`src/design/gpu_pkg.sv`:
```
/*
 * shared definitions for the foreground (sprite) layer
 *   - vector typedefs for positions, VRAM, objects and colour
 *   - screen geometry and sync windows
 *   - object table sizes and line buffer length
 *   - VRAM window map and object attribute field positions
 */
package gpu_pkg;

    // ------------------------------------------------------------------
    // vector types
    // ------------------------------------------------------------------
    typedef logic [8:0]  pos_t;
    typedef logic [11:0] vram_addr_t;
    typedef logic [7:0]  vram_data_t;
    typedef logic [5:0]  obj_index_t;
    typedef logic [6:0]  slot_t;
    typedef logic [31:0] obj_attr_t;
    typedef logic [4:0]  pmfa_t;
    typedef logic [15:0] pattern_line_t;
    typedef logic [2:0]  color_t;
    typedef logic [1:0]  channel_t;

    // ------------------------------------------------------------------
    // geometry
    // ------------------------------------------------------------------
    localparam int H_TOTAL     = 400;
    localparam int H_VISIBLE   = 256;
    localparam int HSYNC_START = 328;
    localparam int HSYNC_END   = 376;
    localparam int NUM_ROWS    = 523;
    localparam int LINE_REPEAT = 2;
    localparam int NUM_LINES   = 262;
    localparam int V_VISIBLE   = 240;
    // vsync low for logical lines 250 and 251
    localparam int VSYNC_START = 250;
    localparam int VSYNC_END   = 252;

    // objects
    localparam int    NUM_OBJECTS  = 64;
    localparam int    SPRITE_SIZE  = 8;
    localparam slot_t SLOT_EMPTY   = slot_t'(NUM_OBJECTS);
    localparam int    LINE_BUF_LEN = H_VISIBLE + SPRITE_SIZE;

    // ------------------------------------------------------------------
    // VRAM windows
    // ------------------------------------------------------------------
    localparam vram_addr_t PMF_BASE  = 12'h000;
    localparam int         PMF_BYTES = 512;
    localparam vram_addr_t OBM_BASE  = 12'h800;
    localparam int         OBM_BYTES = 256;

    // field positions inside obj_attr_t, byte k sits at bits 8k+7:8k
    localparam int ATTR_X_LSB     = 0;
    localparam int ATTR_Y_LSB     = 8;
    localparam int ATTR_PMFA_LSB  = 16;
    localparam int ATTR_VFLIP_BIT = 21;
    localparam int ATTR_HFLIP_BIT = 22;
    localparam int ATTR_COLOR_LSB = 24;

endpackage

```
`src/design/gpu_ifs.sv`:
```
/*
 * interfaces inside the foreground layer
 *   - video_timing_if : pixel position and sync levels
 *   - sprite_mem_if   : three combinational read ports of the sprite memories
 */
interface video_timing_if;
    gpu_pkg::pos_t x;
    gpu_pkg::pos_t y;
    logic          hsync;
    logic          vsync;

    modport src  (output x, y, hsync, vsync);
    modport sink (input  x, y, hsync, vsync);
endinterface


```
`src/design/video_timing.sv`:
```
/*
 * video timing generator
 *   - pixel counter and physical row counter
 *   - logical line from the row count and the line repeat
 *   - active-low hsync and vsync decode
 */
module video_timing (
    input  logic               clk_12_5875,
    input  logic               rst_n,
    video_timing_if.src        vt
);

    gpu_pkg::pos_t                         x_cnt;
    logic [$clog2(gpu_pkg::NUM_ROWS)-1:0]  row_cnt;

    // ------------------------------------------------------------------
    // counters
    // ------------------------------------------------------------------
    always_ff @(posedge clk_12_5875) begin
        if (!rst_n) begin
            x_cnt   <= '0;
            row_cnt <= '0;
        end else if (x_cnt == gpu_pkg::pos_t'(gpu_pkg::H_TOTAL - 1)) begin
            x_cnt <= '0;
            // row wraps at the end of the frame
            if (row_cnt == ($bits(row_cnt))'(gpu_pkg::NUM_ROWS - 1)) begin
                row_cnt <= '0;
            end else begin
                row_cnt <= row_cnt + 1'b1;
            end
        end else begin
            x_cnt <= x_cnt + 1'b1;
        end
    end

    assign vt.x = x_cnt;
    // each logical line spans LINE_REPEAT physical rows, the last line only one
    assign vt.y = gpu_pkg::pos_t'(row_cnt / gpu_pkg::LINE_REPEAT);

    // ------------------------------------------------------------------
    // sync decode
    // ------------------------------------------------------------------
    assign vt.hsync = !((x_cnt >= gpu_pkg::HSYNC_START) && (x_cnt < gpu_pkg::HSYNC_END));
    assign vt.vsync = !((vt.y >= gpu_pkg::VSYNC_START) && (vt.y < gpu_pkg::VSYNC_END));

    // counters stay inside the frame
    a_counters_in_range: assert property (
        @(posedge clk_12_5875) disable iff (!rst_n)
        (x_cnt < gpu_pkg::H_TOTAL) && (row_cnt < gpu_pkg::NUM_ROWS)
    );

endmodule

```
`src/flat_wrapper.sv`:
```
// flat-port wrapper written by rule: the top's interface ports become plain ports
module video_timing_flat 
  (clk_12_5875, rst_n, vt_x, vt_y, vt_hsync, vt_vsync);
  video_timing_if vt_i ();
  input  logic clk_12_5875;
  input  logic rst_n;
  output wire logic [$bits(vt_i.x)-1:0] vt_x;
  output wire logic [$bits(vt_i.y)-1:0] vt_y;
  output wire logic [$bits(vt_i.hsync)-1:0] vt_hsync;
  output wire logic [$bits(vt_i.vsync)-1:0] vt_vsync;
  assign vt_x = vt_i.x;
  assign vt_y = vt_i.y;
  assign vt_hsync = vt_i.hsync;
  assign vt_vsync = vt_i.vsync;
  video_timing u_core (.clk_12_5875(clk_12_5875), .rst_n(rst_n), .vt(vt_i));
endmodule
```
`config.mk`:
```
export PLATFORM = sky130hd
export DESIGN_NAME = video_timing_flat
export DESIGN_NICKNAME = d
export VERILOG_FILES = /design/src/design/gpu_pkg.sv /design/src/design/gpu_ifs.sv /design/src/design/video_timing.sv /design/src/flat_wrapper.sv
export SDC_FILE = /design/constraint.sdc
export NUM_CORES = 1
export LEC_CHECK = 0
export ABC_AREA = 1
export BUFFER_PORTS_ARGS = -buffer_cell sky130_fd_sc_hd__buf_2
export CORE_MARGIN = 3
export CORE_UTILIZATION = 35
export CTS_BUF_LIST = sky130_fd_sc_hd__clkbuf_16
export CTS_CLUSTER_SIZE = 8
export DETAILED_ROUTE_END_ITERATION = 6
export GPL_TIMING_DRIVEN = 0
export PLACE_DENSITY = 0.64
export SLEW_MARGIN = 10
export SYNTH_ARGS = -nofsm -noshare
export SYNTH_HDL_FRONTEND = slang
export SYNTH_SLANG_ARGS = --single-unit
export TNS_END_PERCENT = 10
```
`constraint.sdc`:
```
create_clock -name clk_12_5875 -period 1.6 [get_ports clk_12_5875]
set_input_delay 0.32 -clock clk_12_5875 [delete_from_list [all_inputs] [get_ports clk_12_5875]]
set_output_delay 0.32 -clock clk_12_5875 [all_outputs]
set_load 0.02 [all_outputs]
```
After elaboration in Yosys (flattened, before gate mapping)
Cells that the tools add are included.
- add/subtract/negate cells: 2
- order comparisons: 4
- eq/ne operators: 2
- muxes and demuxes: 1
- bitwise logic cells: 1
- reduce and logical (&&, ||, !) cells: 5
- operators with widths (operator ; number):
    $add A10 B1 Y10 const B ; 1
    $eq A10 B10 Y1 const B ; 1
    $mux W10 ; 1
    $add A9 B1 Y9 const B ; 1
    $eq A9 B9 Y1 const B ; 1
    $ge A9 B8 Y1 const B ; 1
    $ge A9 B9 Y1 const B ; 1
    $lt A9 B8 Y1 const B ; 1
    $lt A9 B9 Y1 const B ; 1
    $logic_and A1 B1 Y1 ; 2
    $logic_not A1 Y1 ; 2
    $reduce_or A2 Y1 ; 1
    $not A1 Y1 ; 1
- flip-flop bits (word level): 19
- input port bits: 2
- word-level logic and storage cells: 17

Depth between registers and ports, before layout
- word-level depth: 3
- mapped depth: 9
- depth with buffers taken out: 9

Worst setup path before layout
OpenSTA, ideal clock, no wires.
- path kind: reg2out
- start point: reg u_core.x_cnt[3] (netlist: u_core.vt.x[3])
- end point: out vt_hsync
- data arrival time: 1.315 ns
- data required time: 1.280 ns
- path slack: -0.035 ns
- stages on the path, launching flop included: 2
- buffers on the path: 0
- cells stage by stage: dfxtp_1 > o311ai_0
- cells in the longest elaborated chain, start to end: 3
- elaborated cells between the ends (all ways): 4
- those cells by class: order compare (2); reduce/logical (2)
- ends and longest elaborated chain (item ; RTL line ; text):
    start: declaration ; video_timing.sv:13 ; gpu_pkg::pos_t x_cnt;
    start signal: assignment ; video_timing.sv:32 ; x_cnt <= x_cnt + 1'b1;
    $ge A9 B9 Y1 or $lt A9 B9 Y1 (tied branches) ; video_timing.sv:43 ; assign vt.hsync = !((x_cnt >= gpu_pkg::HSYNC_START) && (x_cnt < gpu_pkg::HSYNC_END));
    $logic_and A1 B1 Y1 (*) ; video_timing.sv:43 ;
    $logic_not A1 Y1 (*) ; video_timing.sv:43 ;
    end: declaration ; flat_wrapper.sv:9 ; output wire logic [$bits(vt_i.hsync)-1:0] vt_hsync;
Mark *: on every way between the ends. The rest lies on a longest branch, timed or not.

Worst setup path after layout
- start point: reg u_core.x_cnt[6] (netlist: u_core.vt.x[6])
- end point: out vt_hsync
The elaborated chain is that of the path after synthesis.

==> summary.md <==
| Metric | Value |
|---|---|
| Hold crit path type | in2reg |
| DRT Pass-1 Iters | 4 |
| Final setup violation count | 0 |
| CTS Sinks | 19 |
| Clock skew | 0.00217 ns |
| Top cell type's share of synthesized area | 0.326 |
| Largest net degree at the start of global routing | 12 |
| VDD IR-drop max | 0.343 mV |
| Initial antenna violation count | 0 |
| Fin Hold WS | 0.375 ns |
| Register area share after synthesis | 0.326 |
| Antenna diode count | 0 |
| Die ar. | 4060 µm² |
| Mapped Area | 1170 µm² |
| H-tree depth | 1 |
| Syn avg cell area | 6.71 µm² |
| IO Count | 22 |
| Final Hold Viols | 0 |
| Power per cell area | 726 nW/µm² |
| Post-Place Cells | 239 |
| EDFF count, synth | 0 |
| Fraction of registers with async set/reset | 0 |
| Count leader, synth | nand2_1 |
| Compound-Gate Fraction of Synth Area | 0.0815 |
| Maximum root-to-sink buffer count | 2 |
| Die Height | 63.8 µm |
| Starting Density | 0.373 |
| CTS Buf Count | 3 |
| Synth unique cells | 25 |
| DRC | 0 |
| Period utilization | 0.966 |
| FF-to-FF path depth | 8 |
| Relative slew slack | 0.794 |
| Post-synth top cells | nand2_1 (42), inv_1 (26), nor2_1 (22), dfxtp_1 (19), nand3_1 (15) |
| Min Clock Period, post-route | 1.55 ns |
| Synth Area in Adders | 0.0429 |
| Clk slew on worst S/H paths | 0.06 ns |
| Critical path class | reg2out |
| DR vias | 1077 |
| First-pass GRT wire length | 4110 µm |
| Post-DP HPWL | 1790 µm |
| Yosys reg bits | 19 |
| Crit end category | primary output |
| Port Buffers | 21 |
| Cell Rows | 20 |
| LEAKAGE | 0.669 nW |
| Post-synth net total | 180 |
| Least-Margin Pin Slew | 0.307 ns |
| PnR Total Power | 1.05 mW |
| Die width | 63.8 µm |
| Placeable Area | 3130 µm² |
| Type of origin of the critical path | flop |
| Final Slew Violations | 0 |
| Post-CTS Hold Buffers | 0 |
| DRT iter0 DRCs | 43 |
| Synth warn | 0 |
| CTS tree | yes |
| Primary FF master, synth | dfxtp_1 |
| Clock Latency Late Sink | 0.25 ns |
| Worst Path Required | 1.28 ns |
| CP Data Arrival Time | 1.23 ns |
| Max-cap check violation count | 0 |
| Gr usage total | 0.127 |
| WHS Path Cells | 3 |
| Routed Wire Length | 2350 µm |
| FMAX | 647 MHz |
| Unrepaired setup endpoints after global routing | no |
| Placer Congestion | 0.892 |
| Xor and xnor area share after synthesis | 0.0150 |
| Post-route insts no fill | 245 |
| Number of global-route vias before repair | 979 |
| Status | finished, final reports clean |
| Layout overhead on the synthesized area | 23.6% |
| Post-synthesis simple-gate area fraction | 0.380 |
| Yosys top cell by area | dfxtp_1 |
| Worst Path Max Fanout | 5 |
| Synth Instances | 174 |
| Final ANT Viol Nets | 0 |
| Clock root buffer master | clkbuf_16 |
| Final #Nets | 208 |
| Synth area leaders | dfxtp_1 (33%), nand2_1 (14%), inv_1 (8.4%), nor2_1 (7.1%), nand3_1 (6.4%) |
| Drt wl/cell | 9.59 µm |
| Total negative slack | 0 ns |
| Vias per inst | 4.40 |
| Share of post-route cells with drive strength above 1 | 0.279 |
| Grt ovf | 0 |
| Largest family of logic cells by synthesized area | simple AND/OR/NAND/NOR gates |
| Multiplexer share of the synthesized area | 0 |
## area by class of cell
type / instances / area, µm²
Clock buffer: 3 / 75.1
Fill cell: 335 / 1690
Timing Repair Buffer: 23 / 120
Multi-Input combinational cell: 118 / 617
Tap cell: 44 / 55.1
Clock inverter: 1 / 5.00
Inverter: 27 / 101
Sequential cell: 19 / 390
Buffer: 10 / 78.8
## what timing repair did
item | in CTS | in global routing
setup buffers | 0 | 2
endpoints found under the setup margin | 1 | 11
resized for setup | 2 | 7
gates cloned | 0 | 0
## cells by family (layout without fill, tap and decap cells)
family	count (synthesis)	count (layout)
and+or+nand+nor	96	96
buffers and inverters	37	64
DFF	19	19
AOI/OAI and AO/OA	16	16
adders and majority gates	4	4
xor gates and xnor gates	2	2
## registers in the layout, indices dropped and copies added, names as in the netlist
signal          flops
u_core.row_cnt     10
u_core.vt.x         9
## cells in the final DEF, fill, tap and decap left out
master	instances
a21oi_1	8
xor2_1	1
buf_6	1
o21ai_0	3
dfxtp_2	2
a21oi_2	2
nand4_1	4
dfxtp_1	15
or2_2	1
nand2_4	2
o311ai_1	1
nor2_1	22
ha_1	3
ha_2	1
clkinv_2	1
inv_1	26
o21ai_1	1
nand3_1	15
clkbuf_16	3
nand3_2	3
nor2_2	1
nand2_1	41
nor2_4	2
nand2_2	1
o21ai_2	1
or2_0	1
dfxtp_4	2
nor3_1	3
buf_2	21
buf_4	11
inv_2	1
xnor2_1	1
## critical path, stage by stage, from the launching register on
cell      delay (ns)
dfxtp_1         0.42
inv_1           0.10
nor3_1          0.15
o311ai_1        0.13
buf_2           0.18
## where the power goes
part | switching [mW] | internal [mW]
clock network | 0.184 | 0.335
logic | 0.0289 | 0.0146
registers | 0.00818 | 0.477
## per-stage QoR
| step | setup WS (ns) | cell area [µm²] | utilization |
|---|---|---|---|
| final | 0.0546 | 1440 | 0.461 |
| after global routing | 0.00487 | 1440 | 0.461 |
| after CTS | 0.00300 | 1410 | 0.451 |
| after detailed placement | 0.0444 | 1330 | 0.424 |
| after global placement | 0.0578 | 1330 | 0.424 |
| after floorplan | 0.114 | 1170 | - |
## final timing paths
path,slack [ns],startpoint,endpoint
worst max-delay path,0.05,u_core.vt.x[6],vt_hsync
worst min-delay path,0.38,rst_n,u_core.row_cnt[0]
worst max register to register,0.14,u_core.vt.x[1],u_core.row_cnt[2]
worst min register to register,0.45,u_core.vt.x[0],u_core.vt.x[0]
## per-layer routing
layer | GRT usage | share of wire | vias to the layer above
met5 | 0 | 0 | -
met4 | 0.0728 | 0.024 | 0
met3 | 0.0264 | 0.030 | 5
met2 | 0.205 | 0.43 | 15
met1 | 0.157 | 0.51 | 463
li1 | - | - | 594
(Power assumes the default switching activity.)
