$ cat src/design/gpu_pkg.sv
/*
 * shared definitions for the foreground (sprite) layer
 *   - vector typedefs for positions, VRAM, objects and colour
 *   - screen geometry and sync windows
 *   - object table sizes and line buffer length
 *   - VRAM window map and object attribute field positions
 */
package gpu_pkg;

    // ------------------------------------------------------------------
    // vector types
    // ------------------------------------------------------------------
    typedef logic [8:0]  pos_t;
    typedef logic [11:0] vram_addr_t;
    typedef logic [7:0]  vram_data_t;
    typedef logic [5:0]  obj_index_t;
    typedef logic [6:0]  slot_t;
    typedef logic [31:0] obj_attr_t;
    typedef logic [4:0]  pmfa_t;
    typedef logic [15:0] pattern_line_t;
    typedef logic [2:0]  color_t;
    typedef logic [1:0]  channel_t;

    // ------------------------------------------------------------------
    // geometry
    // ------------------------------------------------------------------
    localparam int H_TOTAL     = 400;
    localparam int H_VISIBLE   = 256;
    localparam int HSYNC_START = 328;
    localparam int HSYNC_END   = 376;
    localparam int NUM_ROWS    = 523;
    localparam int LINE_REPEAT = 2;
    localparam int NUM_LINES   = 262;
    localparam int V_VISIBLE   = 240;
    // vsync low for logical lines 250 and 251
    localparam int VSYNC_START = 250;
    localparam int VSYNC_END   = 252;

    // objects
    localparam int    NUM_OBJECTS  = 64;
    localparam int    SPRITE_SIZE  = 8;
    localparam slot_t SLOT_EMPTY   = slot_t'(NUM_OBJECTS);
    localparam int    LINE_BUF_LEN = H_VISIBLE + SPRITE_SIZE;

    // ------------------------------------------------------------------
    // VRAM windows
    // ------------------------------------------------------------------
    localparam vram_addr_t PMF_BASE  = 12'h000;
    localparam int         PMF_BYTES = 512;
    localparam vram_addr_t OBM_BASE  = 12'h800;
    localparam int         OBM_BYTES = 256;

    // field positions inside obj_attr_t, byte k sits at bits 8k+7:8k
    localparam int ATTR_X_LSB     = 0;
    localparam int ATTR_Y_LSB     = 8;
    localparam int ATTR_PMFA_LSB  = 16;
    localparam int ATTR_VFLIP_BIT = 21;
    localparam int ATTR_HFLIP_BIT = 22;
    localparam int ATTR_COLOR_LSB = 24;

endpackage

$ cat src/design/gpu_ifs.sv
/*
 * interfaces inside the foreground layer
 *   - video_timing_if : pixel position and sync levels
 *   - sprite_mem_if   : three combinational read ports of the sprite memories
 */
interface video_timing_if;
    gpu_pkg::pos_t x;
    gpu_pkg::pos_t y;
    logic          hsync;
    logic          vsync;

    modport src  (output x, y, hsync, vsync);
    modport sink (input  x, y, hsync, vsync);
endinterface

interface sprite_mem_if;
    // object parse port for the line builder
    gpu_pkg::obj_index_t parse_index;
    gpu_pkg::obj_attr_t  parse_attr;
    // object and pattern ports for the pixel stage
    gpu_pkg::obj_index_t draw_index;
    gpu_pkg::obj_attr_t  draw_attr;
    // pattern number followed by row within the pattern
    logic [$bits(gpu_pkg::pmfa_t)+2:0] pattern_sel;
    gpu_pkg::pattern_line_t            pattern_line;

    modport mem     (input  parse_index, draw_index, pattern_sel,
                     output parse_attr, draw_attr, pattern_line);
    modport builder (output parse_index, input parse_attr);
    modport pixel   (output draw_index, pattern_sel, input draw_attr, pattern_line);
endinterface

$ cat src/design/sprite_pixel.sv
/*
 * pixel stage of the foreground layer
 *   - object attribute and pattern row fetch for the front slot
 *   - horizontal and vertical flip, 2-bit code select
 *   - colour enables and transparency
 *   - registered pixel with timing delayed to match
 */
module sprite_pixel (
    input  logic                 clk_12_5875,
    input  logic                 rst_n,
    video_timing_if.sink         vt,
    input  gpu_pkg::slot_t       draw_slot,
    sprite_mem_if.pixel          mem,
    output gpu_pkg::pos_t        pixel_x,
    output gpu_pkg::pos_t        pixel_y,
    output logic                 pixel_hsync,
    output logic                 pixel_vsync,
    output gpu_pkg::channel_t    r,
    output gpu_pkg::channel_t    g,
    output gpu_pkg::channel_t    b,
    output logic                 pixel_valid
);

    gpu_pkg::vram_data_t obj_x;
    gpu_pkg::vram_data_t obj_y;
    gpu_pkg::pmfa_t      pmfa;
    gpu_pkg::color_t     color;
    logic                hflip;
    logic                vflip;
    logic [2:0]          row;
    logic [2:0]          col;
    logic [2:0]          pat_row;
    logic [2:0]          pat_col;
    gpu_pkg::channel_t   code;
    logic                slot_used;
    logic                visible;
    logic                valid_d;

    // empty slot aliases object 0, its result is dropped by slot_used
    assign mem.draw_index = gpu_pkg::obj_index_t'(draw_slot);

    assign obj_x = mem.draw_attr[gpu_pkg::ATTR_X_LSB +: 8];
    assign obj_y = mem.draw_attr[gpu_pkg::ATTR_Y_LSB +: 8];
    assign pmfa  = mem.draw_attr[gpu_pkg::ATTR_PMFA_LSB +: $bits(gpu_pkg::pmfa_t)];
    assign color = mem.draw_attr[gpu_pkg::ATTR_COLOR_LSB +: $bits(gpu_pkg::color_t)];
    assign hflip = mem.draw_attr[gpu_pkg::ATTR_HFLIP_BIT];
    assign vflip = mem.draw_attr[gpu_pkg::ATTR_VFLIP_BIT];

    // position inside the 8x8 sprite, mod 8
    assign row     = vt.y[2:0] - obj_y[2:0];
    assign col     = vt.x[2:0] - obj_x[2:0];
    assign pat_row = vflip ? ~row : row;
    assign pat_col = hflip ? ~col : col;

    assign mem.pattern_sel = {pmfa, pat_row};
    // pixel 0 sits in bits 15:14
    assign code = mem.pattern_line[{~pat_col, 1'b0} +: 2];

    assign slot_used = (draw_slot != gpu_pkg::SLOT_EMPTY);
    assign visible   = (vt.x < gpu_pkg::H_VISIBLE) && (vt.y < gpu_pkg::V_VISIBLE);
    assign valid_d   = slot_used && (code != 2'd0) && visible;

    // ------------------------------------------------------------------
    // output register
    // ------------------------------------------------------------------
    always_ff @(posedge clk_12_5875) begin
        if (!rst_n) begin
            pixel_x     <= '0;
            pixel_y     <= '0;
            pixel_hsync <= 1'b1;
            pixel_vsync <= 1'b1;
            pixel_valid <= 1'b0;
        end else begin
            pixel_x     <= vt.x;
            pixel_y     <= vt.y;
            pixel_hsync <= vt.hsync;
            pixel_vsync <= vt.vsync;
            pixel_valid <= valid_d;
        end
    end

    always_ff @(posedge clk_12_5875) begin
        r <= code & {2{color[2]}};
        g <= code & {2{color[1]}};
        b <= code & {2{color[0]}};
    end

endmodule

$ cat src/flat_wrapper.sv
// flat-port wrapper written by rule: the top's interface ports become plain ports
module sprite_pixel_flat 
  (clk_12_5875, rst_n, draw_slot, pixel_x, pixel_y, pixel_hsync, pixel_vsync, r, g, b, pixel_valid, vt_x, vt_y, vt_hsync, vt_vsync, mem_draw_index, mem_pattern_sel, mem_draw_attr, mem_pattern_line);
  video_timing_if vt_i ();
  sprite_mem_if mem_i ();
  input  logic clk_12_5875;
  input  logic rst_n;
  input  gpu_pkg::slot_t draw_slot;
  output gpu_pkg::pos_t pixel_x;
  output gpu_pkg::pos_t pixel_y;
  output logic pixel_hsync;
  output logic pixel_vsync;
  output gpu_pkg::channel_t r;
  output gpu_pkg::channel_t g;
  output gpu_pkg::channel_t b;
  output logic pixel_valid;
  input wire logic [$bits(vt_i.x)-1:0] vt_x;
  input wire logic [$bits(vt_i.y)-1:0] vt_y;
  input wire logic [$bits(vt_i.hsync)-1:0] vt_hsync;
  input wire logic [$bits(vt_i.vsync)-1:0] vt_vsync;
  output wire logic [$bits(mem_i.draw_index)-1:0] mem_draw_index;
  output wire logic [$bits(mem_i.pattern_sel)-1:0] mem_pattern_sel;
  input wire logic [$bits(mem_i.draw_attr)-1:0] mem_draw_attr;
  input wire logic [$bits(mem_i.pattern_line)-1:0] mem_pattern_line;
  assign vt_i.x = vt_x;
  assign vt_i.y = vt_y;
  assign vt_i.hsync = vt_hsync;
  assign vt_i.vsync = vt_vsync;
  assign mem_draw_index = mem_i.draw_index;
  assign mem_pattern_sel = mem_i.pattern_sel;
  assign mem_i.draw_attr = mem_draw_attr;
  assign mem_i.pattern_line = mem_pattern_line;
  sprite_pixel u_core (.clk_12_5875(clk_12_5875), .rst_n(rst_n), .vt(vt_i), .draw_slot(draw_slot), .mem(mem_i), .pixel_x(pixel_x), .pixel_y(pixel_y), .pixel_hsync(pixel_hsync), .pixel_vsync(pixel_vsync), .r(r), .g(g), .b(b), .pixel_valid(pixel_valid));
endmodule
$ cat config.mk
export PLATFORM = sky130hd
export DESIGN_NAME = sprite_pixel_flat
export DESIGN_NICKNAME = d
export VERILOG_FILES = /design/src/design/gpu_pkg.sv /design/src/design/gpu_ifs.sv /design/src/design/sprite_pixel.sv /design/src/flat_wrapper.sv
export SDC_FILE = /design/constraint.sdc
export NUM_CORES = 1
export LEC_CHECK = 0
export BUFFER_PORTS_ARGS = -buffer_cell sky130_fd_sc_hd__buf_2
export CORE_MARGIN = 10
export CORE_UTILIZATION = 36
export CTS_BUF_LIST = sky130_fd_sc_hd__clkbuf_2 sky130_fd_sc_hd__clkbuf_4 sky130_fd_sc_hd__clkbuf_8
export DETAILED_ROUTE_END_ITERATION = 7
export PLACE_DENSITY = 0.8
export SYNTH_ARGS = -nofsm -noshare
export SYNTH_HDL_FRONTEND = slang
export SYNTH_SLANG_ARGS = --single-unit
$ cat constraint.sdc
create_clock -name clk_12_5875 -period 2.61 [get_ports clk_12_5875]
set_input_delay 0.3915 -clock clk_12_5875 [delete_from_list [all_inputs] [get_ports clk_12_5875]]
set_output_delay 0.3915 -clock clk_12_5875 [all_outputs]
set_load 0.03 [all_outputs]
Word-level counts from Yosys, hierarchy flattened
Index checks and enable logic that the tools add are counted.
{"block": "op_classes", "n_lt_le_gt_ge": 2, "eq_ne": 1, "addsub": 2, "bitwise_logic": 6, "shift": 1, "reduce_logical": 4, "mux": 2}
{"operator": "indexed part select 16 x 5 -> 2 bit", "n": 1}
{"operator": "less-than comparator 9 x 8 -> 1 bit, second input constant", "n": 1}
{"operator": "less-than comparator 9 bit, second input constant", "n": 1}
{"operator": "NOT 3 bit", "n": 3}
{"operator": "inequality test 7 bit, second input constant", "n": 1}
{"operator": "AND 2 bit", "n": 3}
{"operator": "2-to-1 mux 3 bit", "n": 2}
{"operator": "subtractor 3 bit", "n": 2}
{"operator": "logical AND 1 bit", "n": 3}
{"operator": "nonzero test 2 bit", "n": 1}
{"block": "totals", "wordCells": 26, "regBits": 27, "in_bits": 77, "out_inout_bits": 41}

Longest topological paths before layout
{"block": "depth", "ltp_word": 8, "mapped_depth": 12, "ltp_nobuf": 9}

Worst setup path after synthesis
OpenSTA, ideal clock, no wires.
{"block": "synth_timing", "kind": "input to register", "from": "input vt_x[0]", "to": "register u_core.b[0]", "path_slack_ps": 138, "n_path_buf": 3, "stages": 11, "arrival_time_ps": 2357, "path_cell_list": "inv_1 ha_1 inv_1 fa_1 buf_6 buf_4 buf_4 nor4_1 a2111oi_2 a31oi_1 and2b_1"}
{"block": "synth_between", "elab_chain_len": 6}
{"item": "start: declaration", "line": "flat_wrapper.sv:17", "rtl": "input wire logic [$bits(vt_i.x)-1:0] vt_x;"}
{"item": "subtractor 3 bit (*)", "line": "sprite_pixel.sv:51", "rtl": "assign col = vt.x[2:0] - obj_x[2:0];"}
{"item": "NOT 3 bit", "line": "sprite_pixel.sv:53", "rtl": "assign pat_col = hflip ? ~col : col;"}
{"item": "2-to-1 mux 3 bit (*)", "line": "sprite_pixel.sv:53"}
{"item": "NOT 3 bit (*)", "line": "sprite_pixel.sv:57", "rtl": "assign code = mem.pattern_line[{~pat_col, 1'b0} +: 2];"}
{"item": "indexed part select 16 x 5 -> 2 bit (*)", "line": "sprite_pixel.sv:57"}
{"item": "AND 2 bit (*)", "line": "sprite_pixel.sv:85", "rtl": "b <= code & {2{color[0]}};"}
{"item": "end signal: assignment", "line": "sprite_pixel.sv:85"}
{"item": "end: declaration", "line": "sprite_pixel.sv:20", "rtl": "output gpu_pkg::channel_t b,"}
Every way passes the cells marked *; elsewhere a longest branch is shown, timed or not.
A chain may end at the register's enable or synchronous reset.

Worst setup path after layout
{"block": "layout_timing", "from": "input vt_x[0]", "to": "register u_core.pixel_valid"}
{"block": "layout_between", "elab_chain_len": 8, "elab_cells_between_ends": 10, "cone_classes": "1 x add/sub; 1 x order compare; 1 x shift; 1 x mux; 2 x bitwise; 4 x reduce/logical"}
{"item": "subtractor 3 bit", "line": "sprite_pixel.sv:51"}
{"item": "NOT 3 bit", "line": "sprite_pixel.sv:53"}
{"item": "2-to-1 mux 3 bit", "line": "sprite_pixel.sv:53"}
{"item": "NOT 3 bit", "line": "sprite_pixel.sv:57"}
{"item": "indexed part select 16 x 5 -> 2 bit", "line": "sprite_pixel.sv:57"}
{"item": "nonzero test 2 bit", "line": "sprite_pixel.sv:61", "rtl": "assign valid_d = slot_used && (code != 2'd0) && visible;"}
{"item": "logical AND 1 bit", "line": "sprite_pixel.sv:61"}
{"item": "logical AND 1 bit (*)", "line": "sprite_pixel.sv:61"}
{"item": "end signal: assignment", "line": "sprite_pixel.sv:78", "rtl": "pixel_valid <= valid_d;"}
{"item": "end: declaration", "line": "sprite_pixel.sv:21", "rtl": "output logic pixel_valid"}
Marks and branches as above.

==> flow_metrics.tcl <==
set metrics [dict create \
    drt_drc_violations_left 0 \
    synthesis.instances 143 \
    fillerInstances 369 \
    final_net_count 306 \
    pwr-share-clk_pct 21.1 \
    wl_um 3820 \
    timing.slew.headroom_pct 72.0 \
    drt.antenna.violating_nets 0 \
    clockBufferDepth 2 \
    finalHoldViolations 0 \
    synth_sequential_area_ratio_pct 38.6 \
    dpl_worst_slack_ns -0.153 \
    finalSetupViolCount 0 \
    yosys_warnings 0 \
    clockRootBuffer "clkbuf_8" \
    share_of_cells_above_drive_strength_1_pct 48.7 \
    cell_internal_pwr_uw 743 \
    synth.cell_area_um2 1400 \
    num_rows 22 \
    die-height_um 82.4 \
    worstMarginPinSlew_ns 0.415 \
    drv.max_cap_violation_count 0 \
    final-max-slew-violation-count 0 \
    switching_share_pct 32.6 \
    ys_dominant_reg_cell "dfxtp_1" \
    most-common-layout-cells "buf_2 (91), dfxtp_1 (27), and2_1 (21)" \
    ios 118 \
    dp_cells 268 \
    final_common_cell "buf_2" \
    post-synth-top-area-fraction_pct 38.6 \
    first_pass_grt_wire_length_um 5470 \
    async_flop_share_pct 0 \
    critPathLaunch "vt_x[0]" \
    hp-class "primary input to flip-flop" \
    grt_usage_pct 10.2 \
    worstSetupEndpoint "u_core.pixel_valid" \
    gp_routability_congestion 0.765 \
    power_switching_uw 359 \
    highest_clock_frequency_the_design_can_meet_ghz 0.421 \
    grt_max_degree 24 \
    placeableCoreArea_um2 3720 \
    place.port_buffers 91 \
    effective_utilization_at_floorplan_pct 37.7 \
    end_of_flow_core_utilization_pct 50.7 \
    cts_buffers 3 \
    avgRoutedWirePerCell_um 14.1 \
    worstPathRequired_ns 2.79 \
    worst-path-max-fanout 11 \
    power_density_nw_per_um2 585 \
    period_share_pct 91.0 \
    finalWorstSetupSlack_ns 0.234 \
    detailroute.via_count 1225 \
    timing.critical_path.to_type "flip-flop" \
    leakage_uw 0.000928 \
    critPathLaunchType "primary input" \
    first_global_vias 1233 \
    sequentialPowerShare_pct 41.3 \
    comb_power_share_pct 37.6 \
    finished_layout_cells 272 \
    nets_in_the_synthesized_netlist 224 \
    dp_hpwl_um 3390 \
    design.die.area_um2 6780 \
    synth_seq_cells 27 \
    area.growth.synth_to_final_pct 34.7 \
    critical_path_class "primary input to flip-flop" \
    cts.reportedPaths.clkPinSlew_ns 0.08 \
    worst_hold_slack_ns 0.303 \
    synth_edf_count 0 \
    via_per_inst 4.50 \
    cts_htree_levels 1 \
    ys_types 36 \
    rsz0062_at_grt "false" \
    global_route.overflow_total 0 \
    avgSynthCellArea_um2 9.79 \
    drt_iter0_markers 35 \
    data_arrival_time_of_the_critical_path_ns 2.56 \
    dieWidth_um 82.4 \
    largest_cells_by_area_after_synthesis "dfxtp_1 (39%), and2_1 (9.4%), buf_4 (7.0%)" \
    finalSetupTns_ns 0 \
    number_of_antenna_violations_at_the_first_check_in_global_routing 0 \
    yosys.area.top_type "dfxtp_1" \
    post-route-min-period_ns 2.38 \
    antenna-diode-count 0 \
    clock_tree_from_tritoncts "done" \
    ir_drop_mv 0.325 \
    status "finished, final reports clean" \
    tritoncts_num_sinks 27 \
    drt_pass1_iterations 6 \
]
## metrics by stage
step	cell area (um2)	total power, uW
after CTS	1880	1120
final	1890	1100
after detailed placement	1830	882
after global placement	1830	871
after floorplan	1400	763
after global routing	1890	1170
## power by group through the flow
| stage | Sequential, uW | Clock [uW] | Combinational [uW] |
|---|---|---|---|
| 5_1_grt | 460 | 257 | 451 |
| 3_3_place_gp | 464 | 0 | 407 |
| 2_1_floorplan | 542 | 0 | 221 |
| 4_1_cts | 457 | 245 | 416 |
| 6_report | 456 | 233 | 414 |
| 3_5_place_dp | 467 | 0 | 415 |
## worst max-delay path, cell delays in order
cell and delay (ns):
buf_2 0.10, inv_1 0.05, ha_1 0.13, inv_1 0.05, fa_2 0.64, mux2i_1 0.10, mux4_2 0.47, a2111oi_2 0.27
a31oi_2 0.11, a221oi_2 0.25
## sequential cells by signal (all words and copies together), names as in the netlist
name and flops:
u_core.b 2, u_core.pixel_x 9, u_core.pixel_valid 1, u_core.pixel_hsync 1
u_core.pixel_y 9, u_core.r 2, u_core.pixel_vsync 1, u_core.g 2
## synthesized netlist by cell type, drive strengths merged (3+ instances only)
cell    number
nand2        6
nand2b       6
dfxtp       27
mux4         3
nand3        3
inv          8
nor2b        3
xnor2        6
nor3         3
nor4b        4
and2        21
buf         15
nor4         3
clkbuf       5
## cells by family after synthesis
family | count (synthesis) | share of synthesized area [%]
and+or+nand+nor | 59 | 26.0
buffers and inverters | 28 | 11.6
DFF | 27 | 38.6
AOI/OAI and AO/OA | 11 | 7.06
xor gates and xnor gates | 8 | 5.00
muxes | 6 | 7.06
adders and majority gates | 4 | 4.65
## cell type report
| class | instances | area [um2] | share of cell area, % |
|---|---|---|---|
| clock buffer | 4 | 48.8 | 2.59 |
| inverter | 8 | 30.0 | 1.59 |
| multi-input combinational | 88 | 706 | 37.4 |
| sequential | 27 | 541 | 28.7 |
| tap | 48 | 60.1 | 3.19 |
| timing repair buffer | 97 | 500 | 26.5 |
## worst min-delay path by stage
stage / from / endpoint / slack, ns / cells past startpoint
finish: vt_hsync / u_core.pixel_hsync / 0.30 / 2
global route: vt_hsync / u_core.pixel_hsync / 0.31 / 2
CTS: vt_hsync / u_core.pixel_hsync / 0.29 / 2
detailed placement: vt_hsync / u_core.pixel_hsync / 0.58 / 2
global placement: vt_hsync / u_core.pixel_hsync / 0.57 / 2
floorplan: rst_n / u_core.pixel_hsync / 0.46 / 1
## repair_timing
action | CTS | global route
buffers inserted | 0 | 0
endpoints found under the setup margin | 0 | 4
gates resized for setup | 0 | 2
hold buffers | 0 | 0
## metal layers
layer | global-route usage, % | wire length (um)
met1 | 9.61 | 1220
met2 | 19.8 | 2110
met3 | 4.43 | 460
met4 | 2.04 | 33
met5 | 0 | 0
Note: power is estimated with default switching activity, not from simulation.
